### src/design/tau_defines.svh
// Size macros for the warp address stage
// Config count, address and offset widths, dimensions and stencil size
`ifndef TAU_DEFINES_SVH
`define TAU_DEFINES_SVH

// ==========================================================================
// Base sizes
// ==========================================================================
// Number of stencil configurations
`define TAU_N_CFG 4
// Linear address width
`define TAU_ABW 32
// Block offset width, one per dimension
`define TAU_WBW 8
// Number of block dimensions
`define TAU_VDIM 2
// Entries in the shared stencil offset LUT
`define TAU_STSIZE 8
// Address step from one warp to the next
`define TAU_WARP_STRIDE 32
// Width of the warp pair count
`define TAU_NWARP_BW 6

// ==========================================================================
// Derived widths
// ==========================================================================
// Config id width
`define TAU_NCFG_BW $clog2(`TAU_N_CFG)
// Stencil index width, wide enough to hold an end index of STSIZE
`define TAU_ST_BW $clog2(`TAU_STSIZE+1)

`endif
### src/design/tau_pkg.sv
// Shared types of the warp address stage
// Command, beat, beat pair and stencil configuration records
`include "tau_defines.svh"

package tau_pkg;

	// ======================================================================
	// Streams
	// ======================================================================
	// One block command from the outside
	typedef struct packed {
		logic [`TAU_NCFG_BW-1:0]            id;
		logic [`TAU_ABW-1:0]                base;
		logic [`TAU_VDIM-1:0][`TAU_WBW-1:0] bofs;
		// Number of warp pairs, zero counts as one
		logic [`TAU_NWARP_BW-1:0]           n_warp;
		logic                               retire;
		logic                               islast;
	} block_cmd_t;

	// One warp beat, issuer output and top output
	typedef struct packed {
		logic [`TAU_NCFG_BW-1:0]            id;
		logic [`TAU_ABW-1:0]                linear;
		logic [`TAU_VDIM-1:0][`TAU_WBW-1:0] bofs;
		logic                               retire;
		logic                               islast;
	} warp_beat_t;

	// Lower and upper beat merged, index 0 is the lower warp
	typedef struct packed {
		logic [`TAU_NCFG_BW-1:0]            id;
		logic [1:0][`TAU_ABW-1:0]           linears;
		logic [`TAU_VDIM-1:0][`TAU_WBW-1:0] bofs;
		logic                               retire;
		logic                               islast;
	} warp_pair_t;

	// ======================================================================
	// Configuration
	// ======================================================================
	// Write target of the config port
	typedef enum logic [1:0] {
		CFG_ENABLE,
		CFG_BEGS,
		CFG_ENDS,
		CFG_LUT
	} cfg_sel_e;

	// Whole stencil configuration as one flat record
	typedef struct packed {
		logic [`TAU_N_CFG-1:0]                   enable;
		logic [`TAU_N_CFG-1:0][`TAU_ST_BW-1:0]   begs;
		logic [`TAU_N_CFG-1:0][`TAU_ST_BW-1:0]   ends;
		logic [`TAU_STSIZE-1:0][`TAU_ABW-1:0]    lut;
	} stencil_cfg_t;

endpackage

### src/design/warp_stencil_top.sv
// Warp address stage top level
// Issuer, config registers, stencil stage and output register in a chain
`include "tau_defines.svh"

module warp_stencil_top (
	input  logic                  i_clk,
	input  logic                  i_rst_n,
	// Command stream
	input  logic                  i_cmd_rdy,
	output logic                  o_cmd_ack,
	input  tau_pkg::block_cmd_t   i_cmd,
	// Config write port
	input  logic                  i_cfg_we,
	input  tau_pkg::cfg_sel_e     i_cfg_sel,
	input  logic [`TAU_ST_BW-1:0] i_cfg_addr,
	input  logic [`TAU_ABW-1:0]   i_cfg_wdata,
	// Output stream
	output logic                  o_out_rdy,
	input  logic                  i_out_ack,
	output tau_pkg::warp_beat_t   o_out
);

	// Issuer to stage
	logic                  beat_rdy;
	logic                  beat_ack;
	tau_pkg::warp_beat_t   beat;
	// Stage to output register
	logic                  st_rdy;
	logic                  st_ack;
	tau_pkg::warp_beat_t   st_beat;
	// Configuration level
	tau_pkg::stencil_cfg_t cfg;

	dual_warp_issuer u_issuer (
		.i_clk      (i_clk),
		.i_rst_n    (i_rst_n),
		.i_cmd_rdy  (i_cmd_rdy),
		.o_cmd_ack  (o_cmd_ack),
		.i_cmd      (i_cmd),
		.o_beat_rdy (beat_rdy),
		.i_beat_ack (beat_ack),
		.o_beat     (beat)
	);

	stencil_cfg_regs u_cfg (
		.i_clk       (i_clk),
		.i_rst_n     (i_rst_n),
		.i_cfg_we    (i_cfg_we),
		.i_cfg_sel   (i_cfg_sel),
		.i_cfg_addr  (i_cfg_addr),
		.i_cfg_wdata (i_cfg_wdata),
		.o_cfg       (cfg)
	);

	warp_stencil_stage u_stage (
		.i_clk     (i_clk),
		.i_rst_n   (i_rst_n),
		.i_src_rdy (beat_rdy),
		.o_src_ack (beat_ack),
		.i_src     (beat),
		.i_cfg     (cfg),
		.o_dst_rdy (st_rdy),
		.i_dst_ack (st_ack),
		.o_dst     (st_beat)
	);

	// Output slice, one cycle
	rdyack_forward #(
		.T(tau_pkg::warp_beat_t)
	) u_out_fwd (
		.i_clk      (i_clk),
		.i_rst_n    (i_rst_n),
		.i_src_rdy  (st_rdy),
		.o_src_ack  (st_ack),
		.i_src_data (st_beat),
		.o_dst_rdy  (o_out_rdy),
		.i_dst_ack  (i_out_ack),
		.o_dst_data (o_out)
	);

endmodule

### src/design/warp_stencil_stage.sv
// Warp stencil stage
// Pairs up lower and upper beats and replays them over the stencil range
`include "tau_defines.svh"

module warp_stencil_stage (
	input  logic                  i_clk,
	input  logic                  i_rst_n,
	input  logic                  i_src_rdy,
	output logic                  o_src_ack,
	input  tau_pkg::warp_beat_t   i_src,
	input  tau_pkg::stencil_cfg_t i_cfg,
	output logic                  o_dst_rdy,
	input  logic                  i_dst_ack,
	output tau_pkg::warp_beat_t   o_dst
);

	localparam int ST_BW = `TAU_ST_BW;

	// ======================================================================
	// Signals
	// ======================================================================
	// Single-beat buffer for the lower warp
	logic                  single_rdy_r;
	logic [`TAU_ABW-1:0]   single_linear_r;
	// Pair stream into the forward register
	logic                  pair_rdy;
	logic                  pair_ack;
	tau_pkg::warp_pair_t   pair_in;
	// Pair held for replay
	logic                  s1_rdy;
	logic                  s1_ack;
	tau_pkg::warp_pair_t   s1_pair;
	// Replay state
	logic                  warp_hi_r;
	logic [ST_BW-1:0]      sid_r;
	logic [ST_BW-1:0]      sid1;
	logic                  st_en;
	logic                  last_stencil;
	logic                  done_cond;
	logic                  dst_xfer;

	// ======================================================================
	// Pair collection
	// ======================================================================
	// Second beat passes only when the forward register takes the pair
	assign pair_rdy  = single_rdy_r && i_src_rdy;
	assign o_src_ack = pair_ack || (i_src_rdy && !single_rdy_r);

	always_comb begin
		pair_in.id         = i_src.id;
		pair_in.linears[0] = single_linear_r;
		pair_in.linears[1] = i_src.linear;
		pair_in.bofs       = i_src.bofs;
		// Flags come from the upper beat
		pair_in.retire     = i_src.retire;
		pair_in.islast     = i_src.islast;
	end

	// Buffer full flag
	always_ff @(posedge i_clk or negedge i_rst_n) begin
		if (!i_rst_n) begin
			single_rdy_r <= 1'b0;
		end else if (single_rdy_r) begin
			// Empties only when the pair really transfers
			single_rdy_r <= !(pair_rdy && pair_ack);
		end else begin
			single_rdy_r <= i_src_rdy;
		end
	end

	// Lower linear captured on the first beat
	always_ff @(posedge i_clk) begin
		if (!single_rdy_r && i_src_rdy) begin
			single_linear_r <= i_src.linear;
		end
	end

	rdyack_forward #(
		.T(tau_pkg::warp_pair_t)
	) u_pair_fwd (
		.i_clk      (i_clk),
		.i_rst_n    (i_rst_n),
		.i_src_rdy  (pair_rdy),
		.o_src_ack  (pair_ack),
		.i_src_data (pair_in),
		.o_dst_rdy  (s1_rdy),
		.i_dst_ack  (s1_ack),
		.o_dst_data (s1_pair)
	);

	// ======================================================================
	// Replay
	// ======================================================================
	// Every output beat leaves with the downstream ack
	// The pair is released on the done condition
	assign o_dst_rdy = s1_rdy;
	assign dst_xfer  = s1_rdy && i_dst_ack;
	assign s1_ack    = i_dst_ack && done_cond;

	always_comb begin
		st_en        = i_cfg.enable[s1_pair.id];
		sid1         = sid_r + ST_BW'(1);
		last_stencil = (sid1 == i_cfg.ends[s1_pair.id]);
		// Done only on an upper beat
		done_cond    = (!st_en || last_stencil) && warp_hi_r;
		o_dst.id     = s1_pair.id;
		o_dst.linear = s1_pair.linears[warp_hi_r] + (st_en ? i_cfg.lut[sid_r] : '0);
		o_dst.bofs   = s1_pair.bofs;
		o_dst.retire = s1_pair.retire && done_cond;
		o_dst.islast = s1_pair.islast && done_cond;
	end

	// Lower or upper half of the pair
	always_ff @(posedge i_clk or negedge i_rst_n) begin
		if (!i_rst_n) begin
			warp_hi_r <= 1'b0;
		end else if (dst_xfer) begin
			warp_hi_r <= !warp_hi_r;
		end
	end

	// Pair entry loads begs into the stencil index before any advance
	always_ff @(posedge i_clk or negedge i_rst_n) begin
		if (!i_rst_n) begin
			sid_r <= '0;
		end else if (pair_rdy && pair_ack) begin
			sid_r <= i_cfg.begs[i_src.id];
		end else if (dst_xfer && warp_hi_r) begin
			sid_r <= sid1;
		end
	end

endmodule

### src/design/stencil_cfg_regs.sv
// Stencil configuration registers
// Per-id enable, begin and end indices, plus the shared offset LUT
`include "tau_defines.svh"

module stencil_cfg_regs (
	input  logic                  i_clk,
	input  logic                  i_rst_n,
	input  logic                  i_cfg_we,
	input  tau_pkg::cfg_sel_e     i_cfg_sel,
	input  logic [`TAU_ST_BW-1:0] i_cfg_addr,
	input  logic [`TAU_ABW-1:0]   i_cfg_wdata,
	output tau_pkg::stencil_cfg_t o_cfg
);

	tau_pkg::stencil_cfg_t cfg_r;

	// Stage reads the whole configuration as a level
	assign o_cfg = cfg_r;

	// ======================================================================
	// Write decode
	// ======================================================================
	// Address picks the id or the LUT entry
	// Data is cut to the field width
	always_ff @(posedge i_clk or negedge i_rst_n) begin
		if (!i_rst_n) begin
			// All ids come up with the stencil off
			cfg_r <= '0;
		end else if (i_cfg_we) begin
			case (i_cfg_sel)
				tau_pkg::CFG_ENABLE: begin
					for (int i = 0; i < `TAU_N_CFG; i++) begin
						if (i_cfg_addr == i) begin
							cfg_r.enable[i] <= i_cfg_wdata[0];
						end
					end
				end
				tau_pkg::CFG_BEGS: begin
					for (int i = 0; i < `TAU_N_CFG; i++) begin
						if (i_cfg_addr == i) begin
							cfg_r.begs[i] <= i_cfg_wdata[`TAU_ST_BW-1:0];
						end
					end
				end
				tau_pkg::CFG_ENDS: begin
					for (int i = 0; i < `TAU_N_CFG; i++) begin
						if (i_cfg_addr == i) begin
							cfg_r.ends[i] <= i_cfg_wdata[`TAU_ST_BW-1:0];
						end
					end
				end
				tau_pkg::CFG_LUT: begin
					// Address beyond the LUT writes nothing
					for (int i = 0; i < `TAU_STSIZE; i++) begin
						if (i_cfg_addr == i) begin
							cfg_r.lut[i] <= i_cfg_wdata;
						end
					end
				end
			endcase
		end
	end

endmodule

### src/design/dual_warp_issuer.sv
// Dual warp issuer
// Turns one block command into lower and upper beats for each warp pair
`include "tau_defines.svh"

module dual_warp_issuer (
	input  logic                i_clk,
	input  logic                i_rst_n,
	input  logic                i_cmd_rdy,
	output logic                o_cmd_ack,
	input  tau_pkg::block_cmd_t i_cmd,
	output logic                o_beat_rdy,
	input  logic                i_beat_ack,
	output tau_pkg::warp_beat_t o_beat
);

	// Init holds the command port closed for one cycle after reset
	typedef enum logic [1:0] {
		S_INIT,
		S_IDLE,
		S_RUN
	} state_e;

	state_e                    state_r;
	tau_pkg::block_cmd_t       cmd_r;
	logic [`TAU_NWARP_BW-1:0]  pair_r;
	logic                      half_r;
	logic [`TAU_NWARP_BW-1:0]  pair_last;
	logic                      last_pair;
	logic [`TAU_NWARP_BW:0]    warp_idx;
	logic                      cmd_xfer;
	logic                      beat_xfer;

	// ======================================================================
	// Handshake and beat fields
	// ======================================================================
	assign o_cmd_ack  = (state_r == S_IDLE);
	assign o_beat_rdy = (state_r == S_RUN);
	assign cmd_xfer   = i_cmd_rdy && o_cmd_ack;
	assign beat_xfer  = o_beat_rdy && i_beat_ack;

	always_comb begin
		// Zero pairs behaves as a single pair
		pair_last = (cmd_r.n_warp == '0) ? '0 : cmd_r.n_warp - 1'b1;
		last_pair = (pair_r == pair_last);
		// Warp number is 2k for the lower beat, 2k+1 for the upper
		warp_idx  = {pair_r, half_r};
		o_beat.id     = cmd_r.id;
		o_beat.linear = cmd_r.base + `TAU_ABW'(warp_idx) * `TAU_ABW'(`TAU_WARP_STRIDE);
		o_beat.bofs   = cmd_r.bofs;
		// Flags on both beats of the final pair, the stage narrows them
		o_beat.retire = cmd_r.retire && last_pair;
		o_beat.islast = cmd_r.islast && last_pair;
	end

	// ======================================================================
	// Control
	// ======================================================================
	always_ff @(posedge i_clk or negedge i_rst_n) begin
		if (!i_rst_n) begin
			state_r <= S_INIT;
			pair_r  <= '0;
			half_r  <= 1'b0;
		end else begin
			case (state_r)
				S_INIT: state_r <= S_IDLE;
				S_IDLE: begin
					if (cmd_xfer) begin
						state_r <= S_RUN;
						pair_r  <= '0;
						half_r  <= 1'b0;
					end
				end
				S_RUN: begin
					if (beat_xfer) begin
						half_r <= !half_r;
						// Upper beat closes the pair
						if (half_r) begin
							if (last_pair) begin
								state_r <= S_IDLE;
							end else begin
								pair_r <= pair_r + 1'b1;
							end
						end
					end
				end
				default: state_r <= S_IDLE;
			endcase
		end
	end

	// Command latch
	always_ff @(posedge i_clk) begin
		if (cmd_xfer) begin
			cmd_r <= i_cmd;
		end
	end

endmodule

### src/design/rdyack_forward.sv
// One-deep rdy/ack register slice
// Payload type is a parameter, full throughput when drained every cycle
module rdyack_forward #(
	parameter type T = logic
) (
	input  logic i_clk,
	input  logic i_rst_n,
	input  logic i_src_rdy,
	output logic o_src_ack,
	input  T     i_src_data,
	output logic o_dst_rdy,
	input  logic i_dst_ack,
	output T     o_dst_data
);

	logic full_r;
	logic src_xfer;
	T     data_r;

	// Take new data when empty or when the held entry leaves now
	assign o_src_ack  = !full_r || i_dst_ack;
	assign src_xfer   = i_src_rdy && o_src_ack;
	assign o_dst_rdy  = full_r;
	assign o_dst_data = data_r;

	// Occupancy
	always_ff @(posedge i_clk or negedge i_rst_n) begin
		if (!i_rst_n) begin
			full_r <= 1'b0;
		end else if (src_xfer) begin
			full_r <= 1'b1;
		end else if (i_dst_ack) begin
			full_r <= 1'b0;
		end
	end

	// Payload, loaded only on a source transfer
	always_ff @(posedge i_clk) begin
		if (src_xfer) begin
			data_r <= i_src_data;
		end
	end

endmodule

### config.mk
export PLATFORM = sky130hd
export DESIGN_NAME = warp_stencil_top
export DESIGN_NICKNAME = d
export VERILOG_FILES = /design/src/design/tau_pkg.sv /design/src/design/warp_stencil_top.sv /design/src/design/warp_stencil_stage.sv /design/src/design/stencil_cfg_regs.sv /design/src/design/dual_warp_issuer.sv /design/src/design/rdyack_forward.sv
export VERILOG_INCLUDE_DIRS = /design/src /design/src/design
export SDC_FILE = /design/constraint.sdc
export NUM_CORES = 1
export LEC_CHECK = 0
export ABC_AREA = 1
export BUFFER_PORTS_ARGS = -buffer_cell sky130_fd_sc_hd__buf_2
export CAP_MARGIN = 20
export CORE_MARGIN = 2
export CORE_UTILIZATION = 40
export CTS_BUF_LIST = sky130_fd_sc_hd__clkbuf_4 sky130_fd_sc_hd__clkbuf_8 sky130_fd_sc_hd__clkbuf_16
export CTS_CLUSTER_DIAMETER = 40
export DETAILED_ROUTE_END_ITERATION = 12
export PLACE_DENSITY_LB_ADDON = 0.12
export SLEW_MARGIN = 20
export SYNTH_ARGS = -nofsm -noshare
export SYNTH_HDL_FRONTEND = slang
export SYNTH_SLANG_ARGS = --single-unit
### constraint.sdc
create_clock -name i_clk -period 6.6 [get_ports i_clk]
set_clock_uncertainty 0.1 [all_clocks]
set_input_delay 1.32 -clock i_clk [delete_from_list [all_inputs] [get_ports i_clk]]
set_output_delay 1.32 -clock i_clk [all_outputs]
set_load 0.01 [all_outputs]
; ---- Yosys cells after proc, flatten, opt, wreduce, memory -nomap -nowiden
; Index checks and enable logic that the tools add are counted.
[totals]
reg_bits = 535
latch_bits = 0
ram_bits = 0
rom_bits = 0
output_inout_bits = 54
wordCells = 163
n_memories = 0
[classes]
n_addsub = 5
mul = 0
div = 0
order_cmp = 4
n_eq_ne = 19
n_shift = 0
mux = 32
bitwise_logic = 0
reduce_logical = 54
[op_table]
columns = operator, count
row1 = 32-bit two-way mux, 4
row2 = 32-bit binary-select mux with 3-bit select, 1
row3 = 3-bit AND reduction, 21
row4 = 32-bit by 12-bit adder with 32-bit output, 1
row5 = 32-bit adder, 1
row6 = 6-bit two-way mux, 5
row7 = 4-bit binary-select mux with 2-bit select, 2
row8 = 4-bit by 3-bit == test with 1-bit output (second input constant), 4
row9 = 4-bit two-way mux, 4
row10 = 1-bit logical AND, 13
row11 = 6-bit one-hot mux with 2 select lines, 1
row12 = 2-bit inequality test (second input constant), 5
row13 = 4-bit by 2-bit == test with 1-bit output (second input constant), 2
row14 = 1-bit two-way mux, 8
row15 = 2-bit two-way mux, 4
row16 = 2-bit nonzero test, 4
row17 = 1-bit logical NOT, 7
row18 = 6-bit by 1-bit adder with 6-bit output (second input constant), 1
row19 = 2-bit == test (second input constant), 3
row20 = 6-bit == test, 1
row21 = 6-bit logical NOT, 1
row22 = 2-bit by 3-bit < comparator with 1-bit output (second input constant), 2
row23 = 6-bit by 1-bit subtractor with 6-bit output (second input constant), 1
row24 = 5-bit AND reduction, 1
row25 = other kinds (13), 17

; ---- Depth between registers and ports, before layout
[depth]
depth_word = 11
ltp_mapped = 21
depth_no_buf = 19

; ---- Hierarchy
; Synthesis repeated with hierarchy kept, for this count alone.
[unflattened]
cells_unflattened = 2876
area_unflattened_um2 = 25436.9
[by_module_without_submodules]
columns = module, n_inst, cells_per_inst, area_per_inst_um2, seq_area_each_um2
row1 = stencil_cfg_regs, 1, 1199, 11272.1, 7307.0
row2 = warp_stencil_stage, 1, 1209, 6562.5, 1111.1
row3 = dual_warp_issuer, 1, 320, 3428.3, 1966.9
row4 = rdyack_forward at u_stage.u_pair_fwd, 1, 90, 2567.5, 2547.4
row5 = rdyack_forward at u_out_fwd, 1, 58, 1606.5, 1586.5

; ---- Worst setup path before layout
; OpenSTA, ideal clock, no wires.
[synth_timing]
path_type = in2reg
from = in i_cmd_rdy
to = reg u_issuer.cmd_r[0] (netlist name), enable pin
t_arrival_ns = 3.779
setup_slack_ns = 2.246
path_stages = 2
n_path_buf = 0
cell_sequence = inv_1 nor2_1
[synth_via]
elab_chain_cells = 1
[synth_rtl]
columns = item, line_no
row1 = start: declaration, warp_stencil_top.sv:9  ; input logic i_cmd_rdy,
row2 = 1-bit logical AND, dual_warp_issuer.sv:38  ; assign cmd_xfer = i_cmd_rdy && o_cmd_ack;
row3 = via u_issuer.cmd_xfer, dual_warp_issuer.sv:30  ; logic cmd_xfer;
row4 = end signal: assignment, dual_warp_issuer.sv:94  ; cmd_r <= i_cmd;
row5 = end: declaration, dual_warp_issuer.sv:24  ; tau_pkg::block_cmd_t cmd_r;
; The timed path passes the listed nets, and every way through them passes these cells.
; A chain may end at the register's enable or synchronous reset.

==> results.cfg <==
[status]
outcome = completed

[sta]
rsz0062_at_grt = false
report.final.slew_viol_count = 0
final.setup.worst_slack_ns = 1.953
setup_viol = 0
min_period_over_period = 0.7041
fmax_mhz = 215.2
worst_pin_slew_ns = 0.9664
hold_viol = 0
post-route-min-period_ns = 4.647
setup_tns_ns = 0
maxSlewHeadroom = 0.3557

[synth]
synth_edf_count = 226
avgSynthCellArea_um2 = 9.548
synth_area_leaders = dfrtp_1, edfxtp_1, nand2_1, o21ai_0, nor2_1
synth_top_area_frac = 0.3254
async_reset_ff_frac = 0.5776
synth_cell_types = 38
synth_area_um2 = 23770
yosys.area.top_type = dfrtp_1
synthFlopType = dfrtp_1
syn_inst = 2489
yosys_warnings = 0
synth_nets = 2633
ys_ff_latch = 535
seq_area_frac_synth = 0.6109

[route]
wl_mm = 62.71
drtAntennaViolNets = 0
num_vias = 17810
drc = 0
routedWlPerCell_um = 17.97
post_drt_via_cell_ratio = 5.104
first_iter_violations = 1334
firstDrtPassIters = 5

[placed_design]
dpl_cell_area_um2 = 25330
place_inst = 3323
portBuffers = 154
place_congestion = 0.8821
pre_cts_ws_ns = 2.030
dpl.hpwl_mm = 39.48

[clock_tree]
clkSinkCount = 535
ctsHtreeMaxLevel = 3
cts_hold_buf = 0
cts_resized = 0
cts_tree = done
clk_latency_ns = 0.62
clk_path_buf_depth = 3
cts_root_buf = clkbuf_16
numCtsBuffers = 89
clk_pin_slew_ns = 0.06
post_cts_buffers = 0

[cells_and_area]
layout.nets = 2785
final_cell_count_no_fill = 3490
num_antenna_cells = 0
multi_input_area_um2 = 8205
fillerInstances = 5462
design_area_um2 = 28460
drive_gt1_frac = 0.1391
synthToLayoutAreaGrowth_pct = 19.74
register_area_um2 = 14520

[critical_path]
crit_path_end_kind = flop
slowest_delay_ns = 0.70
crit_arrival_ns = 4.90
cp_cell_sequence = buf_4, buf_4, o21ai_0, o22ai_1, o21ai_0, a31oi_1, ha_1, inv_1, fa_1, o21ai_0, nand2_1, o211ai_1, nand2_1, nand2_1, a21oi_1, o211ai_1, nand2_1
r2r_slack_ns = 1.95
critPathLaunchType = flop
cp.required_ns = 6.85
crit_fanout = 67
critPathSlowestCell = buf_4
crit_type = flop to flop
crit_top_cell = nand2_1

[global_routing]
grt_max_degree = 122
grtUsageTotal = 0.2087
grt_pass1_vias = 17620
antenna_found_initial = 0
grt_pass1_wl_mm = 99.30
grt_overflow_total = 0

[power]
pwr_density_cell_nw_per_um2 = 454.6
ir_drop_v = 0.0002530
leakage_nw = 12.54

[die]
io_pins = 155
core_area_um2 = 58910
start_util = 0.4034
die_h_um = 247.8
die_x_um = 247.8
rows = 89
die_area_um2 = 61380

[min_path]
hp-class = flop to flop

[job]
cap_violations = 0
## registers in the layout, summed over array words and instances (netlist names), 2 cells and up
| register | cells |
|---|---|
| u_stage.u_pair_fwd.o_dst_data | 84 |
| u_stage.single_linear_r | 32 |
| u_issuer.cmd_r | 40 |
| u_issuer.o_beat | 18 |
| u_issuer.pair_r | 6 |
| u_stage.sid_r | 4 |
| u_cfg.o_cfg | 292 |
| u_issuer.state_r | 2 |
| u_out_fwd.o_dst_data | 52 |
## kinds of logic (layout without fill, tap and decap cells)
logic type,count (synthesis),in the layout,share of synthesized area
and+or+nand+nor,910,910,0.1533
muxes,1,1,0.0004212
buffers and inverters,284,512,0.04607
AOI/OAI and AO/OA,661,661,0.1458
xor gates and xnor gates,55,55,0.02027
DFF,535,535,0.6109
adders and majority gates,43,43,0.02327
## metal layers
layer	vias to the layer above	track usage	share of wire
met1	8539	0.2927	0.47
met5	-	0	0
met4	0	0.06622	0.026
met2	402	0.3300	0.46
met3	98	0.03676	0.048
li1	8773	-	-
## cell usage in the layout (no fill, tap or decap), types with 5 or more instances in the layout
cell type	instances
a21o_1	7
a21oi_1	92
a31oi_1	38
buf_2	153
buf_4	18
bufinv_16	8
clkbuf_16	93
clkbuf_4	9
clkbuf_8	5
clkinv_2	9
clkinv_4	9
clkinvlp_4	8
dfrtp_1	307
edfxtp_1	226
ha_1	41
inv_1	159
inv_2	6
inv_6	18
inv_8	7
nand2_1	583
nand2_2	7
nand3_1	68
nand4_1	8
nor2_1	212
nor3_1	11
o211ai_1	8
o21ai_0	386
o21ai_1	85
o21bai_1	5
o22ai_1	35
xnor2_1	17
xor2_1	38
## area by class of cell
cell class              instances  area share
clock buffers                 107     0.08657
clock inverters                60     0.02330
inverters                     169     0.02242
multi-input cells            1670      0.2883
flip-flops and latches        535      0.5104
well taps                     773     0.03399
repair buffers                176     0.03500
## final timing paths
| check | startpoint | depth (start not counted) | endpoint |
|---|---|---|---|
| hold reg to reg | u_stage.single_linear_r[17] | 0 | u_stage.u_pair_fwd.o_dst_data[35] |
| max in group asynchronous | i_rst_n | 2 | u_cfg.o_cfg[218] |
| min in group asynchronous | i_rst_n | 1 | u_cfg.o_cfg[15] |
| setup reg to reg | u_stage.sid_r[0] | 17 | u_out_fwd.o_dst_data[42] |
| setup / recovery | u_stage.sid_r[0] | 17 | u_out_fwd.o_dst_data[42] |
| hold / removal | u_stage.single_linear_r[17] | 0 | u_stage.u_pair_fwd.o_dst_data[35] |
## per-stage QoR
step                hold WS [ns]    util  total power [mW]
floorplan                 0.3003       -             6.998
global placement          0.3008  0.4300             8.206
detailed placement        0.3045  0.4300             8.252
CTS                       0.3125  0.4831             13.07
global route              0.3186  0.4831             13.74
finish                    0.3057  0.4831             12.94
## Yosys cell counts, drive strengths merged (36+ instances only)
master and instances:
xor2 38, nand3 73, ha 41, a31oi 38, inv 167, o21ai 471
nor2 218, dfrtp 309, o22ai 36, a21oi 92, edfxtp 226, clkbuf 92
nand2 591
## power by group
part	switching, mW	total, mW	leakage [nW]	internal [mW]
Clock	1.73	4.76	1.53	3.03
Sequential	0.306	4.63	6.10	4.32
Combinational	2.43	3.55	4.91	1.12
Total	4.46	12.9	12.5	8.47
## worst max-delay path: cells and delay by family (launching register included)
kind,cells,cell delay (ns)
AOI/OAI and AO/OA,8,1.67
buffers and inverters,3,1.14
adders and majority gates,2,0.62
and+or+nand+nor,4,0.43
DFF,1,0.38
No activity file was read; power rests on OpenSTA's default activity.
